--- config.mk ---
export PLATFORM = sky130hd
export DESIGN_NAME = sw_afu
export DESIGN_NICKNAME = d
export VERILOG_FILES = /design/src/sw_afu_pkg.sv /design/src/sw_stream_if.sv /design/src/sw_ctrl_if.sv /design/src/sw_csr.sv /design/src/sw_requestor.sv /design/src/sw_pe_affine.sv /design/src/sw_top_affine.sv /design/src/sw_afu.sv
export SDC_FILE = /design/constraint.sdc
export NUM_CORES = 2
export LEC_CHECK = 0
export BUFFER_PORTS_ARGS = -buffer_cell sky130_fd_sc_hd__buf_2
export CORE_MARGIN = 2
export CORE_UTILIZATION = 65
export CTS_CLUSTER_SIZE = 40
export DETAILED_ROUTE_END_ITERATION = 6
export PLACE_DENSITY_LB_ADDON = 0.1
export SLEW_MARGIN = 20
export SYNTH_ARGS = -nofsm -noshare
export SYNTH_HDL_FRONTEND = slang
export SYNTH_HIERARCHICAL = 1
export SYNTH_SLANG_ARGS = --single-unit
--- constraint.sdc ---
create_clock -name clk -period 14.17 [get_ports clk]
set_input_delay 2.1255 -clock clk [delete_from_list [all_inputs] [get_ports clk]]
set_output_delay 2.1255 -clock clk [all_outputs]
set_load 0.005 [all_outputs]
--- src/sw_afu_pkg.sv ---
// Scores are signed 16-bit, so query and database lengths are capped at 8 bits by the control word
`default_nettype none

package sw_afu_pkg;

  // Width of H, E and F values inside the array
  localparam int score_w = 16;

  // Substitution scores
  localparam int match_score    = 2;
  localparam int mismatch_score = -1;

  // Affine gap cost for length k is gap_open + (k - 1) * gap_extend
  localparam int gap_open   = 3;
  localparam int gap_extend = 1;

  // Register word addresses
  localparam logic [1:0] addr_ctrl   = 2'd0;
  localparam logic [1:0] addr_query  = 2'd1;
  localparam logic [1:0] addr_db     = 2'd2;
  localparam logic [1:0] addr_status = 2'd3;

  // Status word fields, the score sits in bits 7:0
  localparam int status_busy_bit = 8;
  localparam int status_done_bit = 9;

  // Control word as seen at addr_ctrl
  typedef struct packed {
    logic [14:0] reserved;
    logic [7:0]  db_len;
    logic [7:0]  query_len;
    logic        start;
  } t_ctrl_fields;

  // One register write, decoded by address as control fields or four characters
  typedef union packed {
    t_ctrl_fields    ctrl;
    logic [3:0][7:0] chars;
  } t_mmio_word;

  // Signed maximum shared by the cells and the result tracker
  function automatic logic signed [score_w-1:0] score_max(input logic signed [score_w-1:0] a,
                                                          input logic signed [score_w-1:0] b);
    return (a > b) ? a : b;
  endfunction

endpackage

`default_nettype wire

--- src/sw_stream_if.sv ---
// Character stream without back-pressure; count and conf are only meaningful while valid is high
`timescale 1ns/1ns
`default_nettype none

interface sw_stream_if;

  // One character per cycle
  logic [7:0] data;

  // Qualifies data, there is no ready in the other direction
  logic       valid;

  // Query length for the current job, held steady while the job runs
  logic [7:0] count;

  // High for query characters and low for database characters
  logic       conf;

  // Requestor side
  modport src (
    output data,
    output valid,
    output count,
    output conf
  );

  // Array side
  modport snk (
    input data,
    input valid,
    input count,
    input conf
  );

endinterface

`default_nettype wire

--- src/sw_ctrl_if.sv ---
// Register block to requestor link; lengths are only sampled in the cycle that start is high
`timescale 1ns/1ns
`default_nettype none

interface sw_ctrl_if;

  // Job launch, one-cycle pulse with the lengths alongside
  logic            start;
  logic [7:0]      query_len;
  logic [7:0]      db_len;

  // Buffer appends of four characters, lowest byte first
  logic            wr_query;
  logic            wr_db;
  logic [3:0][7:0] wr_chars;

  // Job state and result coming back
  logic            busy;
  logic            done;
  logic [7:0]      score;

  modport csr (
    output start,
    output query_len,
    output db_len,
    output wr_query,
    output wr_db,
    output wr_chars,
    input  busy,
    input  done,
    input  score
  );

  modport req (
    input  start,
    input  query_len,
    input  db_len,
    input  wr_query,
    input  wr_db,
    input  wr_chars,
    output busy,
    output done,
    output score
  );

endinterface

`default_nettype wire

--- src/sw_csr.sv ---
// Reads return data one cycle after mmio_rd; only addr_status reads back, other addresses read as zero
`timescale 1ns/1ns
`default_nettype none

module sw_csr
  import sw_afu_pkg::*;
(
  input  wire         clk,
  input  wire         rst,
  input  wire         mmio_wr,
  input  wire         mmio_rd,
  input  wire  [1:0]  mmio_addr,
  input  wire  [31:0] mmio_wdata,
  output logic [31:0] mmio_rdata,
  output logic        mmio_rvalid,
  sw_ctrl_if.csr      ctrl
);

  t_mmio_word  wword;
  logic        done_flag;
  logic [7:0]  score_q;
  logic [31:0] status;

  // The same write word is viewed as control fields or as characters
  assign wword = mmio_wdata;

  // Start only reaches the requestor when it is idle
  assign ctrl.start     = mmio_wr && (mmio_addr == addr_ctrl) && wword.ctrl.start && !ctrl.busy;
  assign ctrl.query_len = wword.ctrl.query_len;
  assign ctrl.db_len    = wword.ctrl.db_len;

  // Character writes go straight through to the buffers
  assign ctrl.wr_query = mmio_wr && (mmio_addr == addr_query);
  assign ctrl.wr_db    = mmio_wr && (mmio_addr == addr_db);
  assign ctrl.wr_chars = wword.chars;

  // Busy is taken live from the requestor
  always_comb begin
    status                  = '0;
    status[status_done_bit] = done_flag;
    status[status_busy_bit] = ctrl.busy;
    status[7:0]             = score_q;
  end

  // Done stays set until the next accepted start
  always_ff @(posedge clk) begin
    if (rst) begin
      done_flag   <= 1'b0;
      score_q     <= '0;
      mmio_rvalid <= 1'b0;
    end else begin
      mmio_rvalid <= mmio_rd;
      if (ctrl.start) begin
        done_flag <= 1'b0;
      end else if (ctrl.done) begin
        done_flag <= 1'b1;
        score_q   <= ctrl.score;
      end
    end
  end

  // Read data is captured with the strobe
  always_ff @(posedge clk) begin
    if (mmio_rd) begin
      mmio_rdata <= (mmio_addr == addr_status) ? status : '0;
    end
  end

endmodule

`default_nettype wire

--- src/sw_requestor.sv ---
// Writes past a full buffer are dropped; buffers must not be written while a job is running
`timescale 1ns/1ns
`default_nettype none

module sw_requestor #(
  parameter int num_pe    = 8,
  parameter int buf_depth = 64
) (
  input  wire        clk,
  input  wire        rst,
  sw_ctrl_if.req     ctrl,
  sw_stream_if.src   stream,
  input  wire  [7:0] score_data,
  input  wire        score_valid
);

  localparam int q_aw = $clog2(num_pe);
  localparam int d_aw = $clog2(buf_depth);

  localparam logic [1:0] s_idle  = 2'd0;
  localparam logic [1:0] s_query = 2'd1;
  localparam logic [1:0] s_db    = 2'd2;
  localparam logic [1:0] s_wait  = 2'd3;

  logic [7:0] query_buf [num_pe];
  logic [7:0] db_buf    [buf_depth];
  logic [7:0] q_wptr;
  logic [7:0] d_wptr;
  logic [1:0] state;
  logic [7:0] q_len;
  logic [7:0] d_len;
  logic [7:0] rd_idx;
  logic [7:0] score;
  logic       busy;
  logic       done;
  logic       valid;
  logic       conf;

  // Each write appends four characters starting at the write pointer
  always_ff @(posedge clk) begin
    for (int i = 0; i < 4; i++) begin
      if (ctrl.wr_query && (q_wptr + 8'(i) < 8'(num_pe))) begin
        query_buf[q_aw'(q_wptr + 8'(i))] <= ctrl.wr_chars[i];
      end
      if (ctrl.wr_db && (d_wptr + 8'(i) < 8'(buf_depth))) begin
        db_buf[d_aw'(d_wptr + 8'(i))] <= ctrl.wr_chars[i];
      end
    end
  end

  // Job FSM: query characters, then database characters, then wait for the score
  always_ff @(posedge clk) begin
    if (rst) begin
      state  <= s_idle;
      q_wptr <= '0;
      d_wptr <= '0;
      q_len  <= '0;
      d_len  <= '0;
      rd_idx <= '0;
      score  <= '0;
      busy   <= 1'b0;
      done   <= 1'b0;
      valid  <= 1'b0;
      conf   <= 1'b0;
    end else begin
      done <= 1'b0;
      if (ctrl.wr_query && (q_wptr < 8'(num_pe))) begin
        q_wptr <= q_wptr + 8'd4;
      end
      if (ctrl.wr_db && (d_wptr < 8'(buf_depth))) begin
        d_wptr <= d_wptr + 8'd4;
      end
      case (state)
        s_idle: begin
          // First query character goes out in the cycle after start
          if (ctrl.start) begin
            q_len  <= ctrl.query_len;
            d_len  <= ctrl.db_len;
            rd_idx <= '0;
            busy   <= 1'b1;
            valid  <= 1'b1;
            conf   <= 1'b1;
            state  <= s_query;
          end
        end
        s_query: begin
          // Database phase follows with no idle cycle
          if (rd_idx == q_len - 8'd1) begin
            rd_idx <= '0;
            conf   <= 1'b0;
            state  <= s_db;
          end else begin
            rd_idx <= rd_idx + 8'd1;
          end
        end
        s_db: begin
          if (rd_idx == d_len - 8'd1) begin
            valid <= 1'b0;
            state <= s_wait;
          end else begin
            rd_idx <= rd_idx + 8'd1;
          end
        end
        s_wait: begin
          // Buffers are rewound so the next job loads from the start
          if (score_valid) begin
            score  <= score_data;
            busy   <= 1'b0;
            done   <= 1'b1;
            q_wptr <= '0;
            d_wptr <= '0;
            state  <= s_idle;
          end
        end
      endcase
    end
  end

  assign stream.data  = conf ? query_buf[q_aw'(rd_idx)] : db_buf[d_aw'(rd_idx)];
  assign stream.valid = valid;
  assign stream.conf  = conf;
  assign stream.count = q_len;

  assign ctrl.busy  = busy;
  assign ctrl.done  = done;
  assign ctrl.score = score;

endmodule

`default_nettype wire

--- src/sw_pe_affine.sv ---
// One Gotoh cell column; its state is cleared by every load strobe, so each job must reload the query
`timescale 1ns/1ns
`default_nettype none

module sw_pe_affine
  import sw_afu_pkg::*;
(
  input  wire                       clk,
  input  wire                       rst,
  input  wire                       load_in,
  input  wire  [7:0]                load_char_in,
  output logic                      load_out,
  output logic [7:0]                load_char_out,
  input  wire                       active,
  input  wire                       db_valid_in,
  input  wire  [7:0]                db_char_in,
  input  wire  signed [score_w-1:0] h_left_in,
  input  wire  signed [score_w-1:0] f_left_in,
  input  wire  signed [score_w-1:0] max_in,
  output logic                      db_valid_out,
  output logic [7:0]                db_char_out,
  output logic signed [score_w-1:0] h_out,
  output logic signed [score_w-1:0] f_out,
  output logic signed [score_w-1:0] max_out
);

  logic [7:0]                q_char;
  logic signed [score_w-1:0] h_up;
  logic signed [score_w-1:0] e_up;
  logic signed [score_w-1:0] h_diag;
  logic signed [score_w-1:0] subst;
  logic signed [score_w-1:0] e_new;
  logic signed [score_w-1:0] f_new;
  logic signed [score_w-1:0] h_new;

  // Load strobe is shared by the whole chain so all cells shift together
  assign load_out      = load_in;
  assign load_char_out = q_char;

  // E runs down this column and F runs along the row from the left neighbour
  always_comb begin
    subst = (db_char_in == q_char) ? score_w'(match_score) : score_w'(mismatch_score);
    e_new = score_max(h_up - score_w'(gap_open), e_up - score_w'(gap_extend));
    f_new = score_max(h_left_in - score_w'(gap_open), f_left_in - score_w'(gap_extend));
    h_new = score_max(score_max(h_diag + subst, '0), score_max(e_new, f_new));
  end

  always_ff @(posedge clk) begin
    if (load_in) begin
      q_char <= load_char_in;
    end
  end

  // Row above starts at zero for every new job
  always_ff @(posedge clk) begin
    if (rst) begin
      db_valid_out <= 1'b0;
      h_up         <= '0;
      e_up         <= '0;
      h_diag       <= '0;
    end else begin
      db_valid_out <= db_valid_in;
      if (load_in) begin
        h_up   <= '0;
        e_up   <= '0;
        h_diag <= '0;
      end else if (active && db_valid_in) begin
        h_up   <= h_new;
        e_up   <= e_new;
        h_diag <= h_left_in;
      end
    end
  end

  // An idle cell only adds one cycle of delay to the row values
  always_ff @(posedge clk) begin
    db_char_out <= db_char_in;
    if (active) begin
      h_out   <= h_new;
      f_out   <= f_new;
      max_out <= score_max(max_in, h_new);
    end else begin
      h_out   <= h_left_in;
      f_out   <= f_left_in;
      max_out <= max_in;
    end
  end

endmodule

`default_nettype wire

--- src/sw_top_affine.sv ---
// Query length must be 1 to num_pe; the score byte is the low 8 bits of the best cell value
`timescale 1ns/1ns
`default_nettype none

module sw_top_affine
  import sw_afu_pkg::*;
#(
  parameter int num_pe = 8
) (
  input  wire        clk,
  input  wire        rst,
  sw_stream_if.snk   stream,
  output logic [7:0] score_data,
  output logic       score_valid
);

  // Load chain runs from the last cell down to cell 0
  logic                      load_c [num_pe+1];
  logic [7:0]                char_c [num_pe+1];
  logic                      active [num_pe];

  // Database chain runs from cell 0 upwards
  logic                      dv [num_pe+1];
  logic [7:0]                dc [num_pe+1];
  logic signed [score_w-1:0] hc [num_pe+1];
  logic signed [score_w-1:0] fc [num_pe+1];
  logic signed [score_w-1:0] mc [num_pe+1];

  logic signed [score_w-1:0] best;
  logic                      tail_q;
  logic                      tail_end;

  // Query characters enter at the far end, so the first one settles in the lowest active cell
  assign load_c[num_pe] = stream.valid && stream.conf;
  assign char_c[num_pe] = stream.data;

  // Database characters enter cell 0 with a zero left boundary
  assign dv[0] = stream.valid && !stream.conf;
  assign dc[0] = stream.data;
  assign hc[0] = '0;
  assign fc[0] = '0;
  assign mc[0] = '0;

  for (genvar i = 0; i < num_pe; i++) begin : g_pe
    // The count cells nearest the load entry hold the query
    assign active[i] = stream.count > 8'(num_pe - 1 - i);

    sw_pe_affine i_pe (
      .clk           (clk),
      .rst           (rst),
      .load_in       (load_c[i+1]),
      .load_char_in  (char_c[i+1]),
      .load_out      (load_c[i]),
      .load_char_out (char_c[i]),
      .active        (active[i]),
      .db_valid_in   (dv[i]),
      .db_char_in    (dc[i]),
      .h_left_in     (hc[i]),
      .f_left_in     (fc[i]),
      .max_in        (mc[i]),
      .db_valid_out  (dv[i+1]),
      .db_char_out   (dc[i+1]),
      .h_out         (hc[i+1]),
      .f_out         (fc[i+1]),
      .max_out       (mc[i+1])
    );
  end

  // Falling edge of the chain's valid marks the last row leaving the array
  assign tail_end = tail_q && !dv[num_pe];

  // Each row maximum from the last cell folds into the job maximum
  always_ff @(posedge clk) begin
    if (rst) begin
      tail_q      <= 1'b0;
      score_valid <= 1'b0;
      best        <= '0;
    end else begin
      tail_q      <= dv[num_pe];
      score_valid <= tail_end;
      if (load_c[0]) begin
        best <= '0;
      end else if (dv[num_pe]) begin
        best <= score_max(best, mc[num_pe]);
      end
    end
  end

  always_ff @(posedge clk) begin
    if (tail_end) begin
      score_data <= best[7:0];
    end
  end

endmodule

`default_nettype wire

--- src/sw_afu.sv ---
// Single clock domain with a plain register strobe port; query and database lengths are bounded by the parameters
`timescale 1ns/1ns
`default_nettype none

module sw_afu #(
  parameter int num_pe    = 8,
  parameter int buf_depth = 64
) (
  input  wire         clk,
  input  wire         rst,
  input  wire         mmio_wr,
  input  wire         mmio_rd,
  input  wire  [1:0]  mmio_addr,
  input  wire  [31:0] mmio_wdata,
  output logic [31:0] mmio_rdata,
  output logic        mmio_rvalid
);

  // Result byte coming back from the array
  logic [7:0] score_data;
  logic       score_valid;

  sw_ctrl_if   ctrl ();
  sw_stream_if stream ();

  sw_csr i_sw_csr (
    .clk         (clk),
    .rst         (rst),
    .mmio_wr     (mmio_wr),
    .mmio_rd     (mmio_rd),
    .mmio_addr   (mmio_addr),
    .mmio_wdata  (mmio_wdata),
    .mmio_rdata  (mmio_rdata),
    .mmio_rvalid (mmio_rvalid),
    .ctrl        (ctrl)
  );

  sw_requestor #(
    .num_pe    (num_pe),
    .buf_depth (buf_depth)
  ) i_sw_requestor (
    .clk         (clk),
    .rst         (rst),
    .ctrl        (ctrl),
    .stream      (stream),
    .score_data  (score_data),
    .score_valid (score_valid)
  );

  sw_top_affine #(
    .num_pe (num_pe)
  ) i_sw_top_affine (
    .clk         (clk),
    .rst         (rst),
    .stream      (stream),
    .score_data  (score_data),
    .score_valid (score_valid)
  );

endmodule

`default_nettype wire

[Yosys cells after proc, flatten, opt, wreduce, memory -nomap -nowiden]
Memory sizes are Yosys's and may differ from the RTL's. A register that Yosys moved wholly into a read port is not among the register bits.
Index checks and enable logic that the tools add are counted.
Word-level totals
  flip-flop bits (word level): 970
  output and inout bits: 33
  memories: 2
  bits of input ports: 38
  bits in writable memories: 576
Operators by class
  bitwise gates (word level): 4
  mux-type cells: 118
  magnitude comparators: 64
  add/sub/neg operators: 48
  equal/unequal tests: 21
  reduce and logical (&&, ||, !) cells: 46
Memory list
  i_sw_requestor.db_buf: depth 64, width 8, read ports 1, clocked after Yosys merged registers in 1, wr ports 4, RTL line sw_requestor.sv:26  | logic [7:0] db_buf [buf_depth];
  i_sw_requestor.query_buf: depth 8, width 8, read ports 1, clocked after Yosys merged registers in 1, wr ports 4, RTL line sw_requestor.sv:25  | logic [7:0] query_buf [num_pe];
Operator list (count)
  two-way mux 16 bit: 74
  greater-than comparator 16 bit: 38
  subtractor 16 x 2 -> 16 bit (second input constant): 15
  subtractor 16 x 3 -> 16 bit (second input constant): 15
  greater-than comparator 16 x 1 -> 1 bit (second input constant): 9
  adder 16 bit: 7
  equality test 8 bit: 10
  two-way mux 8 bit: 10
  adder 8 x 2 -> 8 bit (second input constant): 4
  greater-than comparator 8 x 3 -> 1 bit (second input constant): 4
  < comparator 8 x 4 -> 1 bit (second input constant): 4
  < comparator 8 x 7 -> 1 bit (second input constant): 4
  adder 8 x 1 -> 8 bit (second input constant): 3
  logical AND 1 bit: 24
  case mux 8 bit (3 select lines): 1
  two-way mux 1 bit: 21
  adder 8 x 3 -> 8 bit (second input constant): 2
  greater-than comparator 1 x 16 -> 1 bit (first input constant): 1
  greater-than comparator 8 x 1 -> 1 bit (second input constant): 2
  greater-than comparator 8 x 2 -> 1 bit (second input constant): 2
  subtractor 8 x 1 -> 8 bit (second input constant): 2
  two-way mux 6 bit: 2
  AND reduction 3 bit: 4
  equality test 2 bit (second input constant): 4
  15 further kinds: 39

[Longest topological paths before layout]
  word-level depth: 10
  mapped depth: 63
  mapped depth without buffers: 59

[By module]
Netlist, hierarchy kept.
By module, submodules not included
  sw_pe_affine at i_sw_top_affine.g_pe[0].i_pe ...: area an instance 8221.6 um^2, cells an instance 988, times used 7
  sw_requestor: area an instance 29723.5 um^2, cells an instance 2540, times used 1
  sw_pe_affine at i_sw_top_affine.g_pe[7].i_pe: area an instance 8629.5 um^2, cells an instance 995, times used 1
  sw_csr: area an instance 1540.2 um^2, cells an instance 159, times used 1
  sw_top_affine: area an instance 1505.2 um^2, cells an instance 168, times used 1

[Worst setup path before layout]
OpenSTA, ideal clock, no wires.
  kind: flip-flop to flip-flop
  from: register i_sw_top_affine.g_pe[6].i_pe.h_out[6]
  to: register i_sw_top_affine.g_pe[7].i_pe.max_out[10]
  path slack: 2930 ps
  path buffers: 6
  required time: 14087 ps
  arrival time: 11157 ps
  setup time: 83 ps
  stages on the path, launching flop included: 60
  cell sequence: dfxtp_1 or4_4 nor4_1 nand2_1 nor3_1 xnor2_1 inv_1 ha_1 clkbuf_1 and4_1 and2_1 o311ai_0 o31ai_2 nor2_1 a21o_1 buf_2 buf_1 a21oi_1 (+24 left out) clkinv_1 mux2i_1 inv_1 ha_1 nor2b_1 o21a_1 o21a_1 o21a_1 o21a_1 o21a_1 o21a_1 o21a_1 o311a_1 nand2b_1 clkbuf_1 or2_2 clkbuf_1 o221ai_1
Between the ends
  cells in the longest elaborated chain, start to end: 10
Ends and longest elaborated chain
  start: declaration: RTL line sw_pe_affine.sv:22  | output logic signed [score_w-1:0] h_out,
  start signal: assignment: RTL line sw_pe_affine.sv:79  | h_out <= h_new;
  start signal: assignment: RTL line sw_pe_affine.sv:83  | h_out <= h_left_in;
  subtractor 16 x 3 -> 16 bit (*): RTL line sw_pe_affine.sv:44  | f_new = score_max(h_left_in - score_w'(gap_open), f_left_in - score_w'(gap_extend));
  greater-than comparator 16 bit: RTL line sw_afu_pkg.sv:44  | return (a > b) ? a : b;
  two-way mux 16 bit (*): RTL line sw_afu_pkg.sv:44
  greater-than comparator 16 bit: RTL line sw_afu_pkg.sv:44
  two-way mux 16 bit (*): RTL line sw_afu_pkg.sv:44
  greater-than comparator 16 bit: RTL line sw_afu_pkg.sv:44
  two-way mux 16 bit (*): RTL line sw_afu_pkg.sv:44
  greater-than comparator 16 bit: RTL line sw_afu_pkg.sv:44
  two-way mux 16 bit (*): RTL line sw_afu_pkg.sv:44
  two-way mux 16 bit (*): RTL line sw_pe_affine.sv:78  | if (active) begin
  end signal: assignment: RTL line sw_pe_affine.sv:81  | max_out <= score_max(max_in, h_new);
  end signal: assignment: RTL line sw_pe_affine.sv:85  | max_out <= max_in;
  end: declaration: RTL line sw_pe_affine.sv:24  | output logic signed [score_w-1:0] max_out
Every way passes the cells marked *; elsewhere a longest branch is shown, timed or not.
A chain may end at the register's enable or synchronous reset.

[Worst setup path after layout]
  from: register i_sw_top_affine.g_pe[6].i_pe.e_up[5]
  to: register i_sw_top_affine.g_pe[6].i_pe.max_out[12]
Between the ends
  cells in the longest elaborated chain, start to end: 10
Ends and longest elaborated chain
  start: declaration: RTL line sw_pe_affine.sv:29  | logic signed [score_w-1:0] e_up;
  start signal: assignment: RTL line sw_pe_affine.sv:69  | e_up <= e_new;
  subtractor 16 x 2 -> 16 bit (*): RTL line sw_pe_affine.sv:43  | e_new = score_max(h_up - score_w'(gap_open), e_up - score_w'(gap_extend));
  greater-than comparator 16 bit: RTL line sw_afu_pkg.sv:44
  two-way mux 16 bit (*): RTL line sw_afu_pkg.sv:44
  via i_sw_top_affine.g_pe[6].i_pe.e_new[8]: RTL line sw_pe_affine.sv:32  | logic signed [score_w-1:0] e_new;
  greater-than comparator 16 bit: RTL line sw_afu_pkg.sv:44
  two-way mux 16 bit (*): RTL line sw_afu_pkg.sv:44
  greater-than comparator 16 bit: RTL line sw_afu_pkg.sv:44
  two-way mux 16 bit (*): RTL line sw_afu_pkg.sv:44
  greater-than comparator 16 bit: RTL line sw_afu_pkg.sv:44
  two-way mux 16 bit (*): RTL line sw_afu_pkg.sv:44
  two-way mux 16 bit (*): RTL line sw_pe_affine.sv:78
  end signal: assignment: RTL line sw_pe_affine.sv:81
  end signal: assignment: RTL line sw_pe_affine.sv:85
  end: declaration: RTL line sw_pe_affine.sv:24
The timed path passes the listed nets; every way through them passes the cells marked *.

==> flow_summary_export.csv <==
group,metric,value,unit
outcome,status,"finished clean",
floorplanning,die_h,392,µm
clocking,worstSkewPairLatency,0.84,ns
critical_path,crit_top_cell,"a21oi_1",
global_routing,globalRouteTotalUtil,37.3,%
critical_path,critPathMaxFanout,29,
floorplanning,dieArea,154000,µm²
critical_path,reg2regPathDepth,57,
timing,max_slew.worst_pin.slew,1.26,ns
timing,whs,0.346,ns
floorplanning,start_util,65.3,%
floorplanning,rows,142,
critical_path,crit_start,"i_sw_top_affine/g_pe[6].i_pe/e_up[5]$_SDFFE_PP0P_",
synth,syn-mean-instance-area,9.15,µm²
routing,finalWirelength,291000,µm
routing,vias,78538,
critical_path,end_kind,"flop",
routing,remaining_drc_errors,0,
placed_design,dp_hpwl,215000,µm
global_routing,grt_max_degree,65,
timing,clock_skew,0.0712,ns
timing,fmax,76.0,MHz
critical_path,worst_setup_path_start_kind,"flop",
critical_path,r2r-end,"i_sw_top_affine/g_pe[6].i_pe/max_out[12]$_DFF_P_",
clocking,clk_pin_slew_worst_paths,0.06,ns
job,maxCapViolCount,0,
synth,netlist_instances,10681,
clocking,cts-buffers-inserted,163,
clocking,clock-sinks,1542,
timing,setup_slack,1.00,ns
timing,tns,0,ns
routing,drtIter0Drc,7178,
clocking,cts.hold.buffers_added,0,
global_routing,grt_overflow,0,
placed_design,placed_area,99000,µm²
clocking,htreeDepth,4,
critical_path,critPathSlowestCell,"a22o_1",
timing,fin_crit_sh,92.9,%
critical_path,r2r_setup_slack,1.00,ns
clocking,cts-root-buf,"clkbuf_16",
clocking,clock_path_buffers,3,
timing,finalHoldViolations,0,
global_routing,grt_pass1_vias,75655,
hold_path,hp-start,"i_sw_top_affine/g_pe[4].i_pe/db_char_out[4]$_DFF_P_",
placed_design,gp_congestion,1.01,
final_layout,post-route-cell-area,105000,µm²
synth,yosysWarnings,6,
critical_path,crit_family,"compound AO/OA/AOI/OAI gates",
synth,synth_area,97800,µm²
floorplanning,die_x,392,µm
critical_path,cp.required,14.87,ns
clocking,cts_setup_buffers,0,
critical_path,crit_buf_inv,3,
floorplanning,io_pins,71,
final_layout,nets,11275,
hold_path,min_path_cells,0,
final_layout,drive_gt1_share,10.7,%
floorplanning,core,150000,µm²
clocking,cts_tree,"yes",
placed_design,pre_cts_slack,1.21,ns
clocking,cts-resized-gates,0,
timing,report.final.slew_viol_count,0,
critical_path,rr_startpoint,"i_sw_top_affine/g_pe[6].i_pe/e_up[5]$_SDFFE_PP0P_",
routing,wire_per_inst,23.1,µm
critical_path,arrival,13.86,ns
placed_design,port-buffer-count,48,
timing,max_slew_margin,16.0,%
hold_path,min_path_type,"reg -> reg",
critical_path,worstSetupPathType,"reg -> reg",
global_routing,grt_pass1_wl,441000,µm
routing,drtAntennaViolNets,0,
routing,via_per_inst,6.22,
routing,dr.pass1.iters,6,
global_routing,antenna_found_initial,3,
hold_path,hold_path_end,"i_sw_top_affine/g_pe[5].i_pe/db_char_out[4]$_DFF_P_",
timing,setup_viol,0,
final_layout,synthToLayoutAreaGrowth,6.93,%
timing,fin_crit,13.17,ns
critical_path,cp_slowest_stage_delay,0.85,ns
timing,rsz0062_at_grt,"no",
metal layers:
metal  vias up  wire length (µm)  global-route usage, %  part of all wire (%)
met2      3405            136000                   61.6                    47
li1      36905                 -                      -                     -
met4         2             19700                   22.4                   6.8
met3       960             22800                   6.23                   7.8
met5         -                 9                      0                0.0031
met1     37266            113000                   45.7                    39
cell type report:
| type | count | area (µm²) |
|---|---|---|
| Inverter | 545 | 2050 |
| Timing Repair Buffer | 172 | 1200 |
| Clock inverter | 79 | 938 |
| Sequential cell | 1542 | 37500 |
| Fill cell | 11564 | 45100 |
| Clock buffer | 223 | 4570 |
| Tap cell | 2016 | 2520 |
| Multi-Input combinational cell | 8050 | 55800 |
| Antenna cell | 1 | 2.50 |
cell usage in the layout (no fill, tap or decap), types with 26 or more instances in the layout:
master and instances:
a211oi_1 43, a21o_1 94, a21oi_1 772, a221oi_2 71, and2_1 39, and3_1 36, buf_2 47, buf_4 122
clkbuf_1 33, clkbuf_16 163, clkbuf_8 26, conb_1 204, dfxtp_1 880, edfxtp_1 658, ha_1 763, inv_1 522
mux2_2 187, mux2i_1 220, mux4_2 176, nand2_1 2037, nand2b_1 118, nand3_1 83, nand4_1 117, nor2_1 570
nor2b_1 162, nor3_1 277, nor3b_1 27, nor4_1 113, nor4b_1 26, o21a_1 99, o21ai_0 333, o21ai_1 81
o221ai_1 28, o31ai_1 35, or2_2 82, or3_1 43, or4_1 54, xnor2_1 353, xor2_1 291
sequential cells by signal, indices dropped and copies added, names as in the netlist, 112 cells and up, named ones only:
| signal | cells |
|---|---|
| i_sw_top_affine/g_pe.i_pe/h_up | 128 |
| i_sw_requestor/db_buf | 512 |
| i_sw_top_affine/g_pe.i_pe/e_up | 128 |
| i_sw_top_affine/g_pe.i_pe/h_out | 112 |
| i_sw_top_affine/g_pe.i_pe/max_out | 128 |
| i_sw_top_affine/g_pe.i_pe/h_diag | 128 |
| i_sw_top_affine/g_pe.i_pe/f_out | 112 |
worst reg2reg max path: cells and delay by family, from the launching register on:
| kind | cells | cell delay (ns) |
|---|---|---|
| compound gates | 26 | 6.29 |
| mux | 3 | 1.06 |
| flops | 1 | 0.35 |
| fa+ha+maj | 4 | 1.03 |
| buf+inv | 3 | 0.54 |
| xor+xnor | 1 | 0.14 |
| simple gates | 20 | 3.62 |
worst max path at each step:
stage                     slack, ns                                               end  cells past startpoint
after global placement         1.57   i_sw_top_affine/g_pe[2].i_pe/max_out[6]$_DFF_P_                     57
after global routing           0.13   i_sw_top_affine/g_pe[3].i_pe/max_out[1]$_DFF_P_                     56
after detailed placement       1.21   i_sw_top_affine/g_pe[2].i_pe/max_out[6]$_DFF_P_                     57
after floorplan                3.11  i_sw_top_affine/g_pe[7].i_pe/max_out[10]$_DFF_P_                     59
after CTS                      1.12   i_sw_top_affine/g_pe[2].i_pe/max_out[6]$_DFF_P_                     57
final                          1.00  i_sw_top_affine/g_pe[6].i_pe/max_out[12]$_DFF_P_                     57
per-stage QoR:
stage	utilization, %	instances
after CTS	69.9	12626
after detailed placement	66.2	12324
after global routing	69.9	12627
final	69.9	12628
after floorplan	-	10875
after global placement	66.2	12324
Power is left out: the tool's default activity adds up to more than one toggle a clock period on the data nets, which glitch-free logic cannot reach.
